### src/rtl/dev_pkg.sv
package dev_pkg;

    // ----------------------------------------
    // Bus widths
    // ----------------------------------------
    typedef logic [31:0] addr_t;           // Wishbone byte address
    typedef logic [31:0] data_t;           // Wishbone data word
    typedef logic [3:0]  be_t;             // One select bit per byte lane
    typedef logic [7:0]  page_t;           // Top address byte, picks the device

    // ----------------------------------------
    // Address map
    // ----------------------------------------
    localparam page_t UART_PAGE = 8'hC0;   // 0xC000_0000 - 0xC0FF_FFFF
    localparam page_t DSA_PAGE  = 8'hC4;   // 0xC400_0000 - 0xC4FF_FFFF

    // UART register word offsets, from address bits 3:2
    localparam logic [1:0] UART_REG_TX     = 2'd0;
    localparam logic [1:0] UART_REG_STATUS = 2'd1;

    // Accelerator data buffer depth, indexed by address bits 5:2
    localparam int DSA_WORDS = 16;

    // UART frame sequencer
    typedef enum logic [1:0] {
        IDLE,                              // Line high, ready for a byte
        START,                             // Low start bit
        DATA,                              // Eight data bits, LSB first
        STOP                               // High stop bit
    } uart_state_t;

endpackage
### src/rtl/dev_bus_top.sv
module dev_bus_top #(
    parameter int RST_CYCLES   = 8,        // Stretched reset length
    parameter int CLKS_PER_BIT = 16        // UART baud divider
) (
    input  logic           clk,
    input  logic           usr_reset,
    input  logic           wb_cyc_i,
    input  logic           wb_stb_i,
    input  logic           wb_we_i,
    input  dev_pkg::addr_t wb_adr_i,
    input  dev_pkg::be_t   wb_sel_i,
    input  dev_pkg::data_t wb_dat_i,
    output dev_pkg::data_t wb_dat_o,
    output logic           wb_ack_o,
    output logic           uart_tx_o
);

    logic           rst;                   // Stretched reset for all blocks
    logic           uart_sel;
    logic           dsa_sel;
    logic           unmapped_ack;
    logic           uart_ack;
    logic           dsa_ack;
    dev_pkg::data_t uart_rdata;
    dev_pkg::data_t dsa_rdata;

    // Reset stretcher and address decoder
    dev_bus_ctrl #(
        .RST_CYCLES(RST_CYCLES)
    ) i_ctrl (
        .clk            (clk),
        .usr_reset      (usr_reset),
        .wb_cyc_i       (wb_cyc_i),
        .wb_stb_i       (wb_stb_i),
        .wb_adr_i       (wb_adr_i),
        .wb_ack_i       (wb_ack_o),        // Combined ack fed back
        .rst_o          (rst),
        .uart_sel_o     (uart_sel),
        .dsa_sel_o      (dsa_sel),
        .unmapped_ack_o (unmapped_ack)
    );

    uart_tx_dev #(
        .CLKS_PER_BIT(CLKS_PER_BIT)
    ) i_uart (
        .clk       (clk),
        .rst_i     (rst),
        .sel_i     (uart_sel),
        .we_i      (wb_we_i),
        .reg_i     (wb_adr_i[3:2]),        // Register word offset
        .wdata_i   (wb_dat_i),
        .ack_o     (uart_ack),
        .rd_data_o (uart_rdata),
        .tx_o      (uart_tx_o)
    );

    dsa_buffer_dev i_dsa (
        .clk       (clk),
        .rst_i     (rst),
        .sel_i     (dsa_sel),
        .we_i      (wb_we_i),
        .index_i   (wb_adr_i[5:2]),        // Buffer word index
        .be_i      (wb_sel_i),
        .wdata_i   (wb_dat_i),
        .ack_o     (dsa_ack),
        .rd_data_o (dsa_rdata)
    );

    // Bus response
    dev_read_mux i_mux (
        .uart_ack_i     (uart_ack),
        .dsa_ack_i      (dsa_ack),
        .unmapped_ack_i (unmapped_ack),
        .uart_data_i    (uart_rdata),
        .dsa_data_i     (dsa_rdata),
        .ack_o          (wb_ack_o),
        .rd_data_o      (wb_dat_o)
    );

endmodule

### src/rtl/dev_read_mux.sv
module dev_read_mux (
    input  logic           uart_ack_i,
    input  logic           dsa_ack_i,
    input  logic           unmapped_ack_i,  // Carries no data
    input  dev_pkg::data_t uart_data_i,
    input  dev_pkg::data_t dsa_data_i,
    output logic           ack_o,
    output dev_pkg::data_t rd_data_o
);

    // At most one responder is active in a cycle
    assign ack_o = uart_ack_i | dsa_ack_i | unmapped_ack_i;

    // ----------------------------------------
    // Data select
    // ----------------------------------------
    always_comb begin
        if (uart_ack_i) begin
            rd_data_o = uart_data_i;
        end else if (dsa_ack_i) begin
            rd_data_o = dsa_data_i;
        end else begin
            rd_data_o = '0;                // Unmapped or idle bus
        end
    end

endmodule

### src/rtl/dsa_buffer_dev.sv
module dsa_buffer_dev (
    input  logic           clk,
    input  logic           rst_i,
    input  logic           sel_i,
    input  logic           we_i,
    input  logic [3:0]     index_i,        // Word index
    input  dev_pkg::be_t   be_i,
    input  dev_pkg::data_t wdata_i,
    output logic           ack_o,
    output dev_pkg::data_t rd_data_o
);

    dev_pkg::data_t mem [dev_pkg::DSA_WORDS];  // Accelerator operand buffer

    // ----------------------------------------
    // Storage and ack
    // ----------------------------------------
    always_ff @(posedge clk) begin
        if (rst_i) begin
            ack_o <= 1'b0;
            for (int i = 0; i < dev_pkg::DSA_WORDS; i++) begin
                mem[i] <= '0;              // Buffer starts empty
            end
        end else begin
            ack_o <= sel_i;                // One cycle after the select
            if (sel_i && we_i) begin
                for (int b = 0; b < 4; b++) begin
                    // Only lanes with their select bit set
                    if (be_i[b]) begin
                        mem[index_i][8*b +: 8] <= wdata_i[8*b +: 8];
                    end
                end
            end
        end
    end

    // Read data comes out together with the ack
    always_ff @(posedge clk) begin
        if (sel_i) begin
            rd_data_o <= we_i ? '0 : mem[index_i];  // Writes answer zero
        end
    end

endmodule

### src/rtl/uart_tx_dev.sv
module uart_tx_dev #(
    parameter int CLKS_PER_BIT = 16        // Clock cycles per serial bit
) (
    input  logic           clk,
    input  logic           rst_i,
    input  logic           sel_i,
    input  logic           we_i,
    input  logic [1:0]     reg_i,          // Register word offset
    input  dev_pkg::data_t wdata_i,
    output logic           ack_o,
    output dev_pkg::data_t rd_data_o,
    output logic           tx_o
);

    localparam int CNT_W = $clog2(CLKS_PER_BIT);

    dev_pkg::uart_state_t state;
    logic [CNT_W-1:0]     baud_cnt;        // Cycle within the current bit
    logic [2:0]           bit_idx;         // Data bit being sent
    logic [7:0]           shift_q;         // Outgoing byte, LSB first
    logic                 busy;
    logic                 bit_end;         // Last cycle of a bit
    logic                 tx_req;          // Write to the TX register
    logic                 tx_wr;           // TX write accepted

    assign busy    = (state != dev_pkg::IDLE);
    assign bit_end = busy && (baud_cnt == CNT_W'(CLKS_PER_BIT - 1));
    assign tx_req  = sel_i && we_i && (reg_i == dev_pkg::UART_REG_TX);
    assign tx_wr   = tx_req && !busy;

    // ----------------------------------------
    // Register interface
    // ----------------------------------------
    always_ff @(posedge clk) begin
        if (rst_i) begin
            ack_o <= 1'b0;
        end else begin
            ack_o <= sel_i && (!tx_req || !busy);  // TX write stalls while busy
        end
    end

    // Status returns busy in bit 0, every other read is zero
    always_ff @(posedge clk) begin
        if (sel_i && !we_i && (reg_i == dev_pkg::UART_REG_STATUS)) begin
            rd_data_o <= dev_pkg::data_t'(busy);
        end else begin
            rd_data_o <= '0;
        end
    end

    // ----------------------------------------
    // Frame sequencer
    // ----------------------------------------
    always_ff @(posedge clk) begin
        if (rst_i) begin
            state    <= dev_pkg::IDLE;
            baud_cnt <= '0;
            bit_idx  <= '0;
            tx_o     <= 1'b1;              // Line idles high
        end else begin
            baud_cnt <= (!busy || bit_end) ? '0 : baud_cnt + 1'b1;
            case (state)
                dev_pkg::IDLE:  if (tx_wr) state <= dev_pkg::START;
                dev_pkg::START: begin
                    if (bit_end) begin
                        state   <= dev_pkg::DATA;
                        bit_idx <= '0;
                    end
                end
                dev_pkg::DATA: begin
                    if (bit_end) begin
                        bit_idx <= bit_idx + 1'b1;
                        if (bit_idx == 3'd7) state <= dev_pkg::STOP;
                    end
                end
                default:        if (bit_end) state <= dev_pkg::IDLE;
            endcase
            // Line follows the state one cycle later
            tx_o <= (state == dev_pkg::START) ? 1'b0 :
                    (state == dev_pkg::DATA)  ? shift_q[0] : 1'b1;
        end
    end

    // Byte shifter
    always_ff @(posedge clk) begin
        if (tx_wr) begin
            shift_q <= wdata_i[7:0];       // Low byte only
        end else if ((state == dev_pkg::DATA) && bit_end) begin
            shift_q <= {1'b0, shift_q[7:1]};
        end
    end

endmodule

### src/rtl/dev_bus_ctrl.sv
module dev_bus_ctrl #(
    parameter int RST_CYCLES = 8           // Cycles of reset after usr_reset falls
) (
    input  logic           clk,
    input  logic           usr_reset,
    input  logic           wb_cyc_i,
    input  logic           wb_stb_i,
    input  dev_pkg::addr_t wb_adr_i,
    input  logic           wb_ack_i,       // Ack of the current request
    output logic           rst_o,
    output logic           uart_sel_o,
    output logic           dsa_sel_o,
    output logic           unmapped_ack_o
);

    logic [RST_CYCLES-1:0] rst_sr;         // Reset stretch shift register
    dev_pkg::page_t        page;
    logic                  req;            // New request waiting for a device
    logic                  hit_uart;
    logic                  hit_dsa;

    // ----------------------------------------
    // Reset stretcher
    // ----------------------------------------
    always_ff @(posedge clk) begin
        if (usr_reset) begin
            rst_sr <= '1;                  // Refill while held
        end else begin
            rst_sr <= {rst_sr[RST_CYCLES-2:0], 1'b0};
        end
    end

    // High during usr_reset and until the last one shifts out
    assign rst_o = usr_reset | rst_sr[RST_CYCLES-1];

    // ----------------------------------------
    // Address decoder
    // ----------------------------------------
    assign page     = wb_adr_i[31:24];
    assign hit_uart = (page == dev_pkg::UART_PAGE);
    assign hit_dsa  = (page == dev_pkg::DSA_PAGE);

    // The ack cycle of a request must not select it again
    assign req = wb_cyc_i & wb_stb_i & ~wb_ack_i & ~rst_o;

    assign uart_sel_o = req & hit_uart;
    assign dsa_sel_o  = req & hit_dsa;

    // Unmapped pages answer zero data one cycle later
    always_ff @(posedge clk) begin
        if (rst_o) begin
            unmapped_ack_o <= 1'b0;
        end else begin
            unmapped_ack_o <= req & ~hit_uart & ~hit_dsa;
        end
    end

endmodule

### config.mk
export PLATFORM = sky130hd
export DESIGN_NAME = dev_bus_top
export DESIGN_NICKNAME = d
export VERILOG_FILES = /design/src/rtl/dev_pkg.sv /design/src/rtl/dev_bus_top.sv /design/src/rtl/dev_read_mux.sv /design/src/rtl/dsa_buffer_dev.sv /design/src/rtl/uart_tx_dev.sv /design/src/rtl/dev_bus_ctrl.sv
export SDC_FILE = /design/constraint.sdc
export NUM_CORES = 1
export LEC_CHECK = 0
export BUFFER_PORTS_ARGS = -buffer_cell sky130_fd_sc_hd__buf_2
export CAP_MARGIN = 30
export CORE_MARGIN = 2
export CORE_UTILIZATION = 45
export DETAILED_ROUTE_END_ITERATION = 16
export GPL_TIMING_DRIVEN = 0
export PLACE_DENSITY_LB_ADDON = 0.12
export REMOVE_ABC_BUFFERS = 1
export SLEW_MARGIN = 0
export SYNTH_ARGS = -nofsm -noshare
export SYNTH_HDL_FRONTEND = slang
export SYNTH_SLANG_ARGS = --single-unit
### constraint.sdc
create_clock -name clk -period 2.8 [get_ports clk]
set_clock_uncertainty 0.05 [all_clocks]
set_input_delay 0.42 -clock clk [delete_from_list [all_inputs] [get_ports clk]]
set_output_delay 0.42 -clock clk [all_outputs]
set_load 0.02 [all_outputs]
; Yosys cells after proc, flatten, opt, wreduce, memory -nomap -nowiden
; Memories as Yosys holds them, arrays and structs flattened. A register that Yosys moved wholly into a read port is not among the register bits.
; Index checks and enable logic that the tools add are counted.
[op_classes]
add_sub_neg = 2
n_mul = 0
n_div = 0
magnitude_cmp = 0
n_eq_ne = 11
shift = 0
mux = 37
bitwise = 14
reduce_logical = 24
[ops]
columns = operator, count
row1 = $mux W32, 3
row2 = $reduce_or A32 Y1, 1
row3 = $mux W1, 21
row4 = $eq A8 B8 Y1 const B, 2
row5 = $mux W8, 2
row6 = $mux W2, 5
row7 = $logic_and A1 B1 Y1, 9
row8 = $mux W4, 2
row9 = $ne A2 B1 Y1 const B, 4
row10 = $reduce_bool A2 Y1, 4
row11 = $and A1 B1 Y1, 7
row12 = $mux W3, 2
row13 = $pmux W2 S3, 1
row14 = $pmux W3 S2, 1
row15 = $reduce_and A5 Y1, 1
row16 = $add A4 B1 Y4 const B, 1
row17 = $eq A2 B1 Y1 const B, 2
row18 = $eq A4 B4 Y1 const B, 1
row19 = $logic_not A2 Y1, 2
row20 = $not A1 Y1, 4
row21 = $add A3 B1 Y3 const B, 1
row22 = $eq A3 B3 Y1 const B, 1
row23 = $logic_not A1 Y1, 3
row24 = $or A1 B1 Y1, 3
row25 = 4 further kinds, 5
[word_totals]
regBits = 61
latch_bits = 0
ramBits = 512
mem_bits_ro = 0
inputBits = 73
output_inout_bits = 34
elab_cells = 101
mem_count = 1
[mem_list]
columns = memory, depth, word_bits, rd, rd_ports_with_merged_regs, wr, line_no
row1 = i_dsa.mem, 16, 32, 1, 1, 16, dsa_buffer_dev.sv:13  ; dev_pkg::data_t mem [dev_pkg::DSA_WORDS];

; Logic depth before layout (Yosys ltp)
; Gate-level depths: netlist of run 1.
[logic_depth]
word_depth = 12
depth_mapped = 7
mapped_depth_nobuf = 6

; By module
; Synthesis of run 1 repeated with hierarchy kept, for this count alone.
[unflattened]
hier_cells = 1819
hier_area_um2 = 26514.2
[modules_own_cells]
columns = module, n_inst, cells_each, area_each_um2, seq_area_each_um2
row1 = dsa_buffer_dev, 1, 1637, 24676.2, 16355.7
row2 = uart_tx_dev, 1, 111, 1164.9, 480.5
row3 = dev_read_mux, 1, 45, 367.9, 0.0
row4 = dev_bus_ctrl, 1, 26, 305.3, 180.2

; Worst setup path before layout of run 1
; Ideal clock, no wire load.
[synth_timing]
path_type = input-to-reg
from = input wb_adr_i[28]
to = memory i_dsa.mem[11][0] in the netlist's numbering (enable)
setup_time_ps = 384
arrival_ps = 2085
t_required_ps = 2366
setup_slack_ps = 281
stages = 5
path_buffers = 1
path_cell_list = and4bb_2 > and4_1 > buf_2 > nand4_1 > o21ai_0
[synth_rtl]
columns = item, line_no
row1 = from (decl), dev_bus_top.sv:10  ; input dev_pkg::addr_t wb_adr_i,
row2 = to (decl), dsa_buffer_dev.sv:13

==> impl_metrics.json, run 1 <==
{
  "hp-class": "in2reg",
  "critPathLaunchType": "register",
  "grt_use_met1_pct": 31.6,
  "core-area_sq_um": 54900,
  "clock_latency_ns": 0.60,
  "num_io_pins": 107,
  "wirelength_microns": 67400,
  "row_count": 86,
  "path_cells": "nor3_2 -> and4_4 -> buf_16 -> nand3_2 -> o21ai_1 -> buf_4",
  "initial_core_util_pct": 45.3,
  "die_height_microns": 239,
  "crit_required_ns": 3.05,
  "top_usage_layer": "met2",
  "relSlewSlack_pct": 33.1,
  "finalHoldWorstSlack_ns": 0.0108,
  "cts_sinks": 574,
  "die_x_microns": 239,
  "endpoint_kind": "register",
  "worstMarginPinSlew_ns": 1.00,
  "io_buffers": 86,
  "regToRegSetupSlack_ns": -0.04,
  "hold_violations": 0,
  "layout.nets": 1928,
  "cts_root_buffer": "clkbuf_16",
  "violations": "negative setup slack",
  "wl_per_cell_microns": 26.0,
  "synth_seq_cells": 574,
  "clk_pin_slew_ns": 0.06,
  "grt_util_all_layers_pct": 24.2,
  "grt_use_met3_pct": 4.67,
  "synthArstFlopShare_pct": 0,
  "cap_viol_max_count": 0,
  "grt_antenna_before_repair": 3,
  "grt_max_degree": 89,
  "n_fill_cell": 4539,
  "vias": 14900,
  "grt.overflow.total": 0,
  "ant_nets": 0,
  "r2r_cells": 6,
  "fmax_mhz": 352,
  "worst_ep_arrival_time_ns": 3.09,
  "power.leakage_nw": 11.3,
  "fin_crit_sh_pct": 101,
  "rsz0062_at_grt": "yes",
  "diodes": 0,
  "hold_end": "i_ctrl.rst_sr[0]",
  "final_common_cell": "edfxtp_1",
  "p_per_area_nw_per_um2": 615,
  "r2r_end": "i_dsa.mem[8][9]",
  "hold_start": "usr_reset",
  "setup_viol": 10,
  "status": "complete, but fails checks",
  "drive_gt1_share_pct": 27.4,
  "grt_pass1_vias": 15200,
  "cpMaxStageDelayCell": "o21ai_1",
  "cts_tree": "yes",
  "area_delta_synth_final_pct": 18.1,
  "synthCells": 1713,
  "crit_type": "reg2reg",
  "grt_util_met2_pct": 40.9,
  "finalWorstPathRequiredPeriod_ns": 2.84,
  "hold_depth": 1,
  "yosysUniqueCellTypes": 44,
  "cpPeakStageDelay_ns": 0.50,
  "place_ws_ns": -1.70,
  "fin_ws_ns": -0.0412,
  "r2r_start": "i_uart.ack_o",
  "die_area_sq_um": 57200,
  "drt_iter0_drc": 1330,
  "synth_area_sq_um": 24900,
  "cp_max_fo": 19,
  "htreeDepth": 3,
  "final_core_util_pct": 53.5,
  "cts_inserted_buffers": 66,
  "hpwl_microns": 39200,
  "seq_area_frac_synth_pct": 68.4,
  "grt_pass1_wl_microns": 98700,
  "syn_avg_cell_area_sq_um": 14.5,
  "slew_viol_final": 0,
  "worst_ir_drop_vdd_v": 0.000490,
  "cts.path.max_buffers": 3,
  "via_per_inst": 5.74,
  "synth-edff-count": 552,
  "ys.flop_type": "edfxtp_1",
  "remaining_drc_errors": 0,
  "layout_common_cells": "552 x edfxtp_1, 521 x nor2_1, 128 x mux4_2",
  "place_congestion": 0.716,
  "ys_warn_count": 0,
  "dr.pass1.iters": 7
}
how the worst max path moves through the flow:
| stage | startpoint | to | slack, ns | cells past startpoint |
|---|---|---|---|---|
| 2_1_floorplan | usr_reset | i_dsa.mem[3][0] | -1.96 | 4 |
| 3_3_place_gp | wb_adr_i[2] | i_dsa.mem[11][3] | -5.39 | 3 |
| 3_5_place_dp | usr_reset | i_dsa.mem[1][15] | -1.70 | 8 |
| 4_1_cts | i_ctrl.rst_sr[7] | i_dsa.mem[4][23] | -0.20 | 6 |
| 5_1_grt | wb_adr_i[5] | i_dsa.mem[15][17] | -0.15 | 6 |
| 6_report | i_uart.ack_o | i_dsa.mem[8][9] | -0.04 | 6 |
synth_stat cells (all sizes together) (11+ instances only):
| cell | count | area share, % |
|---|---|---|
| and2 | 34 | 0.85 |
| buf | 79 | 1.6 |
| clkbuf | 66 | 1.0 |
| dfxtp | 22 | 1.8 |
| edfxtp | 552 | 67 |
| inv | 11 | 0.17 |
| mux2i | 65 | 2.6 |
| mux4 | 128 | 12 |
| nand2 | 49 | 0.74 |
| nand3 | 12 | 0.32 |
| nand4 | 16 | 0.80 |
| nor2 | 523 | 7.9 |
| o21ai | 68 | 1.4 |
| o22ai | 32 | 0.80 |
stage by stage:
step	area [sq um]	total power, mW	instances	setup TNS, ns
6_report	29400	18.1	2595	-0.235
5_1_grt	29400	18.6	2595	-5.05
4_1_cts	29200	18.2	2590	-12.03
3_5_place_dp	26500	10.0	2441	-751.33
3_3_place_gp	25500	10.0	2358	-4482.71
2_1_floorplan	24200	9.69	1568	-1442.27
worst max-delay path, delay by kind of cell (launching register included):
kind	cells	cell delay, ns
DFF	1	0.35
AOI/OAI and AO/OA	1	0.50
buffers and inverters	2	0.49
and+or+nand+nor	3	1.14
power breakdown:
part | internal (mW) | leakage (nW) | switching, mW
logic | 0.166 | 3.42 | 0.405
registers | 9.28 | 6.87 | 0.00383
clock network | 4.87 | 0.996 | 3.35
area by class of cell:
| cell class | count | area (sq um) | area share (%) |
|---|---|---|---|
| Sequential cell | 574 | 17000 | 57.9 |
| Multi-Input combinational cell | 988 | 7670 | 26.1 |
| Clock buffer | 84 | 1790 | 6.11 |
| Timing Repair Buffer | 208 | 1750 | 5.97 |
| Tap cell | 704 | 881 | 3.00 |
| Clock inverter | 26 | 228 | 0.775 |
| Inverter | 11 | 41.3 | 0.141 |
state kept, by name (all words and copies together) (netlist names), 2 cells and up:
signal / count
i_uart.state: 2
i_uart.bit_idx: 3
i_uart.baud_cnt: 4
i_ctrl.rst_sr: 8
i_dsa.rd_data_o: 32
i_dsa.mem: 512
i_uart.shift_q: 8
routing by layer:
metal	up-vias	routed length, microns	part of all wire (%)
met1	7634	26900	40
met5	-	20	0.030
met3	118	4670	6.9
met2	523	34000	50
met4	4	1790	2.7
li1	6606	-	-
logic make-up (layout without fill, tap and decap cells):
family                   count (synthesis)  after routing  synth area share, %
multiplexers                           200            200                 14.5
flip-flops                             574            574                 68.4
XOR/XNOR                                 2              2               0.0704
adder cells (fa/ha/maj)                  6              6                0.302
AND/OR/NAND/NOR                        667            672                 11.6
AO/OA/AOI/OAI                          108            108                 2.38
buffers and inverters                  156            329                 2.75
repair_timing:
action                                  CTS  global route
hold endpoints to repair                  2             0
hold buffers                              1             0
pin swaps                                 8             1
endpoints found under the setup margin  931           391
setup buffers                            33             1
resized for setup                       116            23
cloned                                    5             1
(Power assumes the default switching activity.)
==> run 2, diff against run 1 <==
- CORE_UTILIZATION: 45 -> 60
==> run 2 against run 1 <==
The flow still finishes with violations (negative setup slack). Hold slack improved by 0.039 ns. Critical path type is now in2reg. Global-route usage is 4.8 points higher. Final cell count decreased by 7.0%. Sequential power barely moved.
==> impl_metrics.json, run 2 (synthesis gave the netlist of run 1 again) <==
{
  "status": "complete, but fails checks",
  "violations": "negative setup slack",
  "critPathLaunchType": "input port",
  "cts_tree": "yes",
  "initial_core_util_pct": 60.8,
  "crit_type": "in2reg",
  "grt_pass1_wl_microns": 91900,
  "hold_start": "usr_reset",
  "grt.overflow.total": 0,
  "cp_max_fo": 40,
  "num_io_pins": 107,
  "hp-class": "in2reg",
  "die_height_microns": 208,
  "core-area_sq_um": 40900,
  "fin_ws_ns": -0.121,
  "hpwl_microns": 35800,
  "fmax_mhz": 342,
  "fin_tns_setup_ns": -4.80,
  "cts_root_buffer": "clkbuf_16",
  "grt_antenna_before_repair": 1,
  "r2r_end": "i_dsa.mem[12][11]",
  "worst_ep_arrival_time_ns": 3.31,
  "die_area_sq_um": 43100,
  "crit_buf_inv": 2,
  "dr.pass1.iters": 7,
  "crit_start": "wb_adr_i[5]",
  "p_comb_share_pct": 3.2,
  "cp-endpoint": "i_dsa.mem[1][12]",
  "area_delta_synth_final_pct": 15.8,
  "hold_violations": 0,
  "crit_required_ns": 3.19,
  "layout_common_cells": "552 x edfxtp_1, 521 x nor2_1, 128 x mux4_2",
  "cts_hold_buf": 0,
  "grt_max_degree": 79,
  "layout.nets": 1913,
  "slew_viol_final": 0,
  "seqPwrFrac_pct": 53.3,
  "rsz0062_at_grt": "yes",
  "cp.depth": 5,
  "cpPeakStageDelay_ns": 1.03,
  "htreeDepth": 2,
  "drive_gt1_share_pct": 27.0,
  "endpoint_kind": "register",
  "path_cells": "buf_4 -> buf_16 -> nor2_1 -> nand4_2 -> nor2_1",
  "row_count": 74,
  "worstMarginPinSlew_ns": 1.22,
  "cts_inserted_buffers": 57,
  "vias": 15000,
  "power.leakage_nw": 11.1,
  "final_common_cell": "edfxtp_1",
  "wirelength_microns": 61500,
  "seq_area_sq_um": 17000,
  "pwr-share-clk_pct": 43.5,
  "relSlewSlack_pct": 18.7,
  "reg_top3": "i_dsa.mem (512), i_dsa.rd_data_o (32)",
  "drt_iter0_drc": 1512,
  "fin_crit_sh_pct": 104,
  "finalHoldWorstSlack_ns": 0.0498,
  "io_buffers": 86,
  "clock_latency_ns": 0.60,
  "grt_util_all_layers_pct": 29.1,
  "cap_viol_max_count": 0,
  "cp_top_family": "simple AND/OR/NAND/NOR gates",
  "via_per_inst": 6.23,
  "ant_nets": 0,
  "cp_common_cell": "nor2_1",
  "top_register": "i_dsa.mem",
  "p_per_area_nw_per_um2": 605,
  "grt_pass1_vias": 15300,
  "cts.path.max_buffers": 3,
  "p_switching_mw": 3.54,
  "place_congestion": 0.759,
  "die_x_microns": 208,
  "worst_ir_drop_vdd_v": 0.000513,
  "netSwitchingFraction_pct": 20.3,
  "regToRegSetupSlack_ns": -0.07,
  "largest_reg_flops": 512,
  "place_ws_ns": -2.11,
  "clk_pin_slew_ns": 0.06,
  "wl_per_cell_microns": 25.5,
  "r2r_cells": 6,
  "multiInputGateArea_sq_um": 7560,
  "setup_viol": 113,
  "cpMaxStageDelayCell": "nand4_2",
  "p_int_mw": 13.9,
  "cts_sinks": 574,
  "finalWorstPathRequiredPeriod_ns": 2.92,
  "n_fill_cell": 2666,
  "r2r_start": "i_ctrl.rst_sr[7]",
  "remaining_drc_errors": 0
}
[run 2: cell count changes in the layout (fill, tap and decap cells not counted), moves of 3 or more]
| cell | before | now |
|---|---|---|
| o21ai_4 | 16 | 6 |
| clkbuf_16 | 68 | 59 |
| o21ai_2 | 30 | 39 |
| clkinv_2 | 6 | 12 |
| clkbuf_1 | 11 | 16 |
| o21ai_1 | 13 | 18 |
| buf_2 | 87 | 83 |
| clkbuf_8 | 5 | 1 |
| o21ai_0 | 9 | 5 |
| clkinv_1 | 12 | 9 |
| nand3_2 | 2 | 5 |
| nand3_4 | 6 | 3 |
| nand4_2 | 4 | 7 |
| nand4_4 | 10 | 7 |
[run 2: cell type report]
type                    instances  area share, %
clock buffers                  76           5.38
multi-input cells             990           26.2
inverters                      11          0.143
diodes                          1        0.00869
clock inverters                30           1.04
well taps                     532           2.31
repair buffers                200           5.79
flip-flops and latches        574           59.1
[run 2: what timing repair did]
| item | CTS | global route |
|---|---|---|
| endpoints found under the setup margin | 1024 | 446 |
| setup buffers | 31 | 0 |
| cloned | 7 | 0 |
| pin swaps | 8 | 0 |
| gates resized for setup | 111 | 17 |
[run 2: power by group through the flow]
stage          Combinational (mW)  Sequential (mW)  Clock, mW
6_report                    0.550             9.29       7.58
5_1_grt                     0.585             9.28       7.97
4_1_cts                     0.540             9.29       7.64
3_5_place_dp                0.522             9.47          0
3_3_place_gp                0.514             9.47          0
2_1_floorplan               0.226             9.47          0
[run 2: per-stage QoR]
step | cell area (sq um) | power, mW | cells | util (%)
2_1_floorplan | 24200 | 9.69 | 1568 | -
6_report | 28800 | 17.4 | 2414 | 70.4
3_3_place_gp | 25300 | 9.98 | 2186 | 61.9
3_5_place_dp | 26300 | 9.99 | 2268 | 64.2
4_1_cts | 28700 | 17.5 | 2412 | 70.1
5_1_grt | 28800 | 17.8 | 2413 | 70.4
[run 2: routing by layer]
metal | vias to the layer above | track usage, % | wire (microns)
met2 | 711 | 48.9 | 31500
met3 | 144 | 5.08 | 5520
met4 | 0 | 11.4 | 2210
li1 | 6586 | - | -
met5 | - | 0 | 0
met1 | 7588 | 38.3 | 22300
[run 2: how the worst min path moves through the flow]
stage	slack (ns)	to	depth (start not counted)
after global placement	0.35	i_ctrl.rst_sr[2]	1
after global routing	0.04	i_ctrl.rst_sr[0]	1
final	0.05	i_ctrl.rst_sr[0]	1
after detailed placement	0.34	i_ctrl.rst_sr[3]	1
after CTS	0.02	i_ctrl.rst_sr[0]	1
after floorplan	0.34	i_ctrl.rst_sr[1]	1
==> run 3, diff against run 2 <==
- SETUP_SLACK_MARGIN: default -> 0.05
==> run 3 against run 2 <==
The run now ends clean. Register-to-register slack improved by 0.16 ns. Combinational power rose by 2%. Total power rose by 0.11%. First-iteration DRC count fell by 3.4%. Non-clock buffer count rose by 8. Count of clock-buffer cells in the layout did not move. Setup slack improved by 0.22 ns. Critical path depth rose by 2. Die area did not move. Hold slack got worse by 0.0026 ns. Final area rose by 0.74%. Sequential power barely moved.
==> impl_metrics.json, run 3 (synthesis gave the netlist of run 1 again) <==
{
  "cts.path.max_buffers": 3,
  "hp-class": "in2reg",
  "fin_crit_sh_pct": 96.6,
  "status": "completed",
  "grt_pass1_vias": 15400,
  "layout_common_cells": "552 x edfxtp_1, 520 x nor2_1, 128 x mux4_2",
  "cp_max_fo": 25,
  "drt_iter0_drc": 1461,
  "worst_ep_arrival_time_ns": 2.98,
  "reg_top3": "i_dsa.mem (512), i_dsa.rd_data_o (32)",
  "power.leakage_nw": 11.2,
  "initial_core_util_pct": 60.8,
  "grt.overflow.total": 0,
  "remaining_drc_errors": 0,
  "endpoint_kind": "register",
  "grt_util_all_layers_pct": 29.1,
  "ant_nets": 0,
  "cts_sinks": 574,
  "drive_gt1_share_pct": 28.0,
  "die_height_microns": 208,
  "dr.pass1.iters": 5,
  "layout.nets": 1921,
  "via_per_inst": 6.24,
  "vias": 15100,
  "placed_cells": 2268,
  "finalWorstPathRequiredPeriod_ns": 2.71,
  "n_fill_cell": 2631,
  "totalPowerFinal_mw": 17.4,
  "worst_ir_drop_vdd_v": 0.000518,
  "fin_tns_setup_ns": 0,
  "htreeDepth": 2,
  "slew_viol_final": 0,
  "diodes": 0,
  "area_delta_synth_final_pct": 16.6,
  "critPathLaunchType": "register",
  "grt_pass1_wl_microns": 92000,
  "die_x_microns": 208,
  "worstMarginPinSlew_ns": 1.23,
  "instances_no_fill": 2421,
  "wl_per_cell_microns": 25.7,
  "clock_latency_ns": 0.61,
  "largest_reg_flops": 512,
  "cts_inserted_buffers": 57,
  "top_register": "i_dsa.mem",
  "grt_max_degree": 79,
  "final_common_cell": "edfxtp_1",
  "p_per_area_nw_per_um2": 601,
  "clk_pin_slew_ns": 0.06,
  "io_buffers": 86,
  "setup_viol": 0,
  "cts_root_buffer": "clkbuf_16",
  "relSlewSlack_pct": 17.6,
  "row_count": 74,
  "cts_hold_buf": 0,
  "num_io_pins": 107,
  "grt_antenna_before_repair": 1,
  "cap_viol_max_count": 0,
  "hpwl_microns": 35800,
  "crit_type": "reg2reg",
  "place_congestion": 0.759,
  "hold_violations": 0,
  "regToRegSetupSlack_ns": 0.09,
  "crit_required_ns": 3.07,
  "die_area_sq_um": 43100,
  "finalHoldWorstSlack_ns": 0.0472,
  "fmax_mhz": 370,
  "cts_tree": "yes",
  "core-area_sq_um": 40900,
  "rsz0062_at_grt": "yes",
  "wirelength_microns": 62200
}
[run 3: worst max-delay path: stages, from the launching register on]
cell and delay, ns:
dfxtp_1 0.42, and4bb_2 0.41, and4_4 0.31, buf_16 0.26
nand4_4 0.13, buf_4 0.22, o21ai_1 0.35, buf_4 0.24
[run 3: worst paths after layout]
check,from,to,cells after the start
max,i_ctrl.rst_sr[7],i_dsa.mem[1][12],7
min,usr_reset,i_ctrl.rst_sr[0],1
max reg2reg,i_ctrl.rst_sr[7],i_dsa.mem[1][12],7
min reg2reg,i_ctrl.rst_sr[1],i_ctrl.rst_sr[2],1
[run 3: routing by layer]
metal	routed length, microns	global-route usage, %	up-vias
li1	-	-	6588
met1	22200	38.1	7618
met2	32100	48.9	787
met3	5930	5.49	125
met4	1960	11.5	0
met5	0	0	-
[run 3: layout make-up]
| class | count | area [sq um] | area share [%] |
|---|---|---|---|
| sequential | 574 | 17000 | 58.6 |
| multi-input combinational | 990 | 7710 | 26.6 |
| timing repair buffer | 208 | 1730 | 5.96 |
| clock buffer | 76 | 1550 | 5.34 |
| tap | 532 | 666 | 2.29 |
| clock inverter | 30 | 299 | 1.03 |
| inverter | 11 | 41.3 | 0.142 |
[run 3: repair_timing]
item / in CTS / in global routing
gates cloned: 7 / 0
buffers inserted: 33 / 6
pin swaps: 9 / 1
gates resized for setup: 112 / 43
endpoints found under the setup margin: 1024 / 463
[run 3: where the power goes]
part | total, mW | internal, mW | switching (mW)
clock | 7.59 | 4.43 | 3.16
combinational | 0.559 | 0.166 | 0.393
sequential | 9.29 | 9.28 | 0.00412
[run 3: stage by stage]
step	area, sq um	util [%]	setup WS, ns
2_1_floorplan	24200	-	-1.96
3_3_place_gp	25300	61.9	-5.05
3_5_place_dp	26300	64.2	-2.11
4_1_cts	28700	70.2	-0.0477
5_1_grt	29000	70.9	-0.000213
6_report	29000	70.9	0.0943
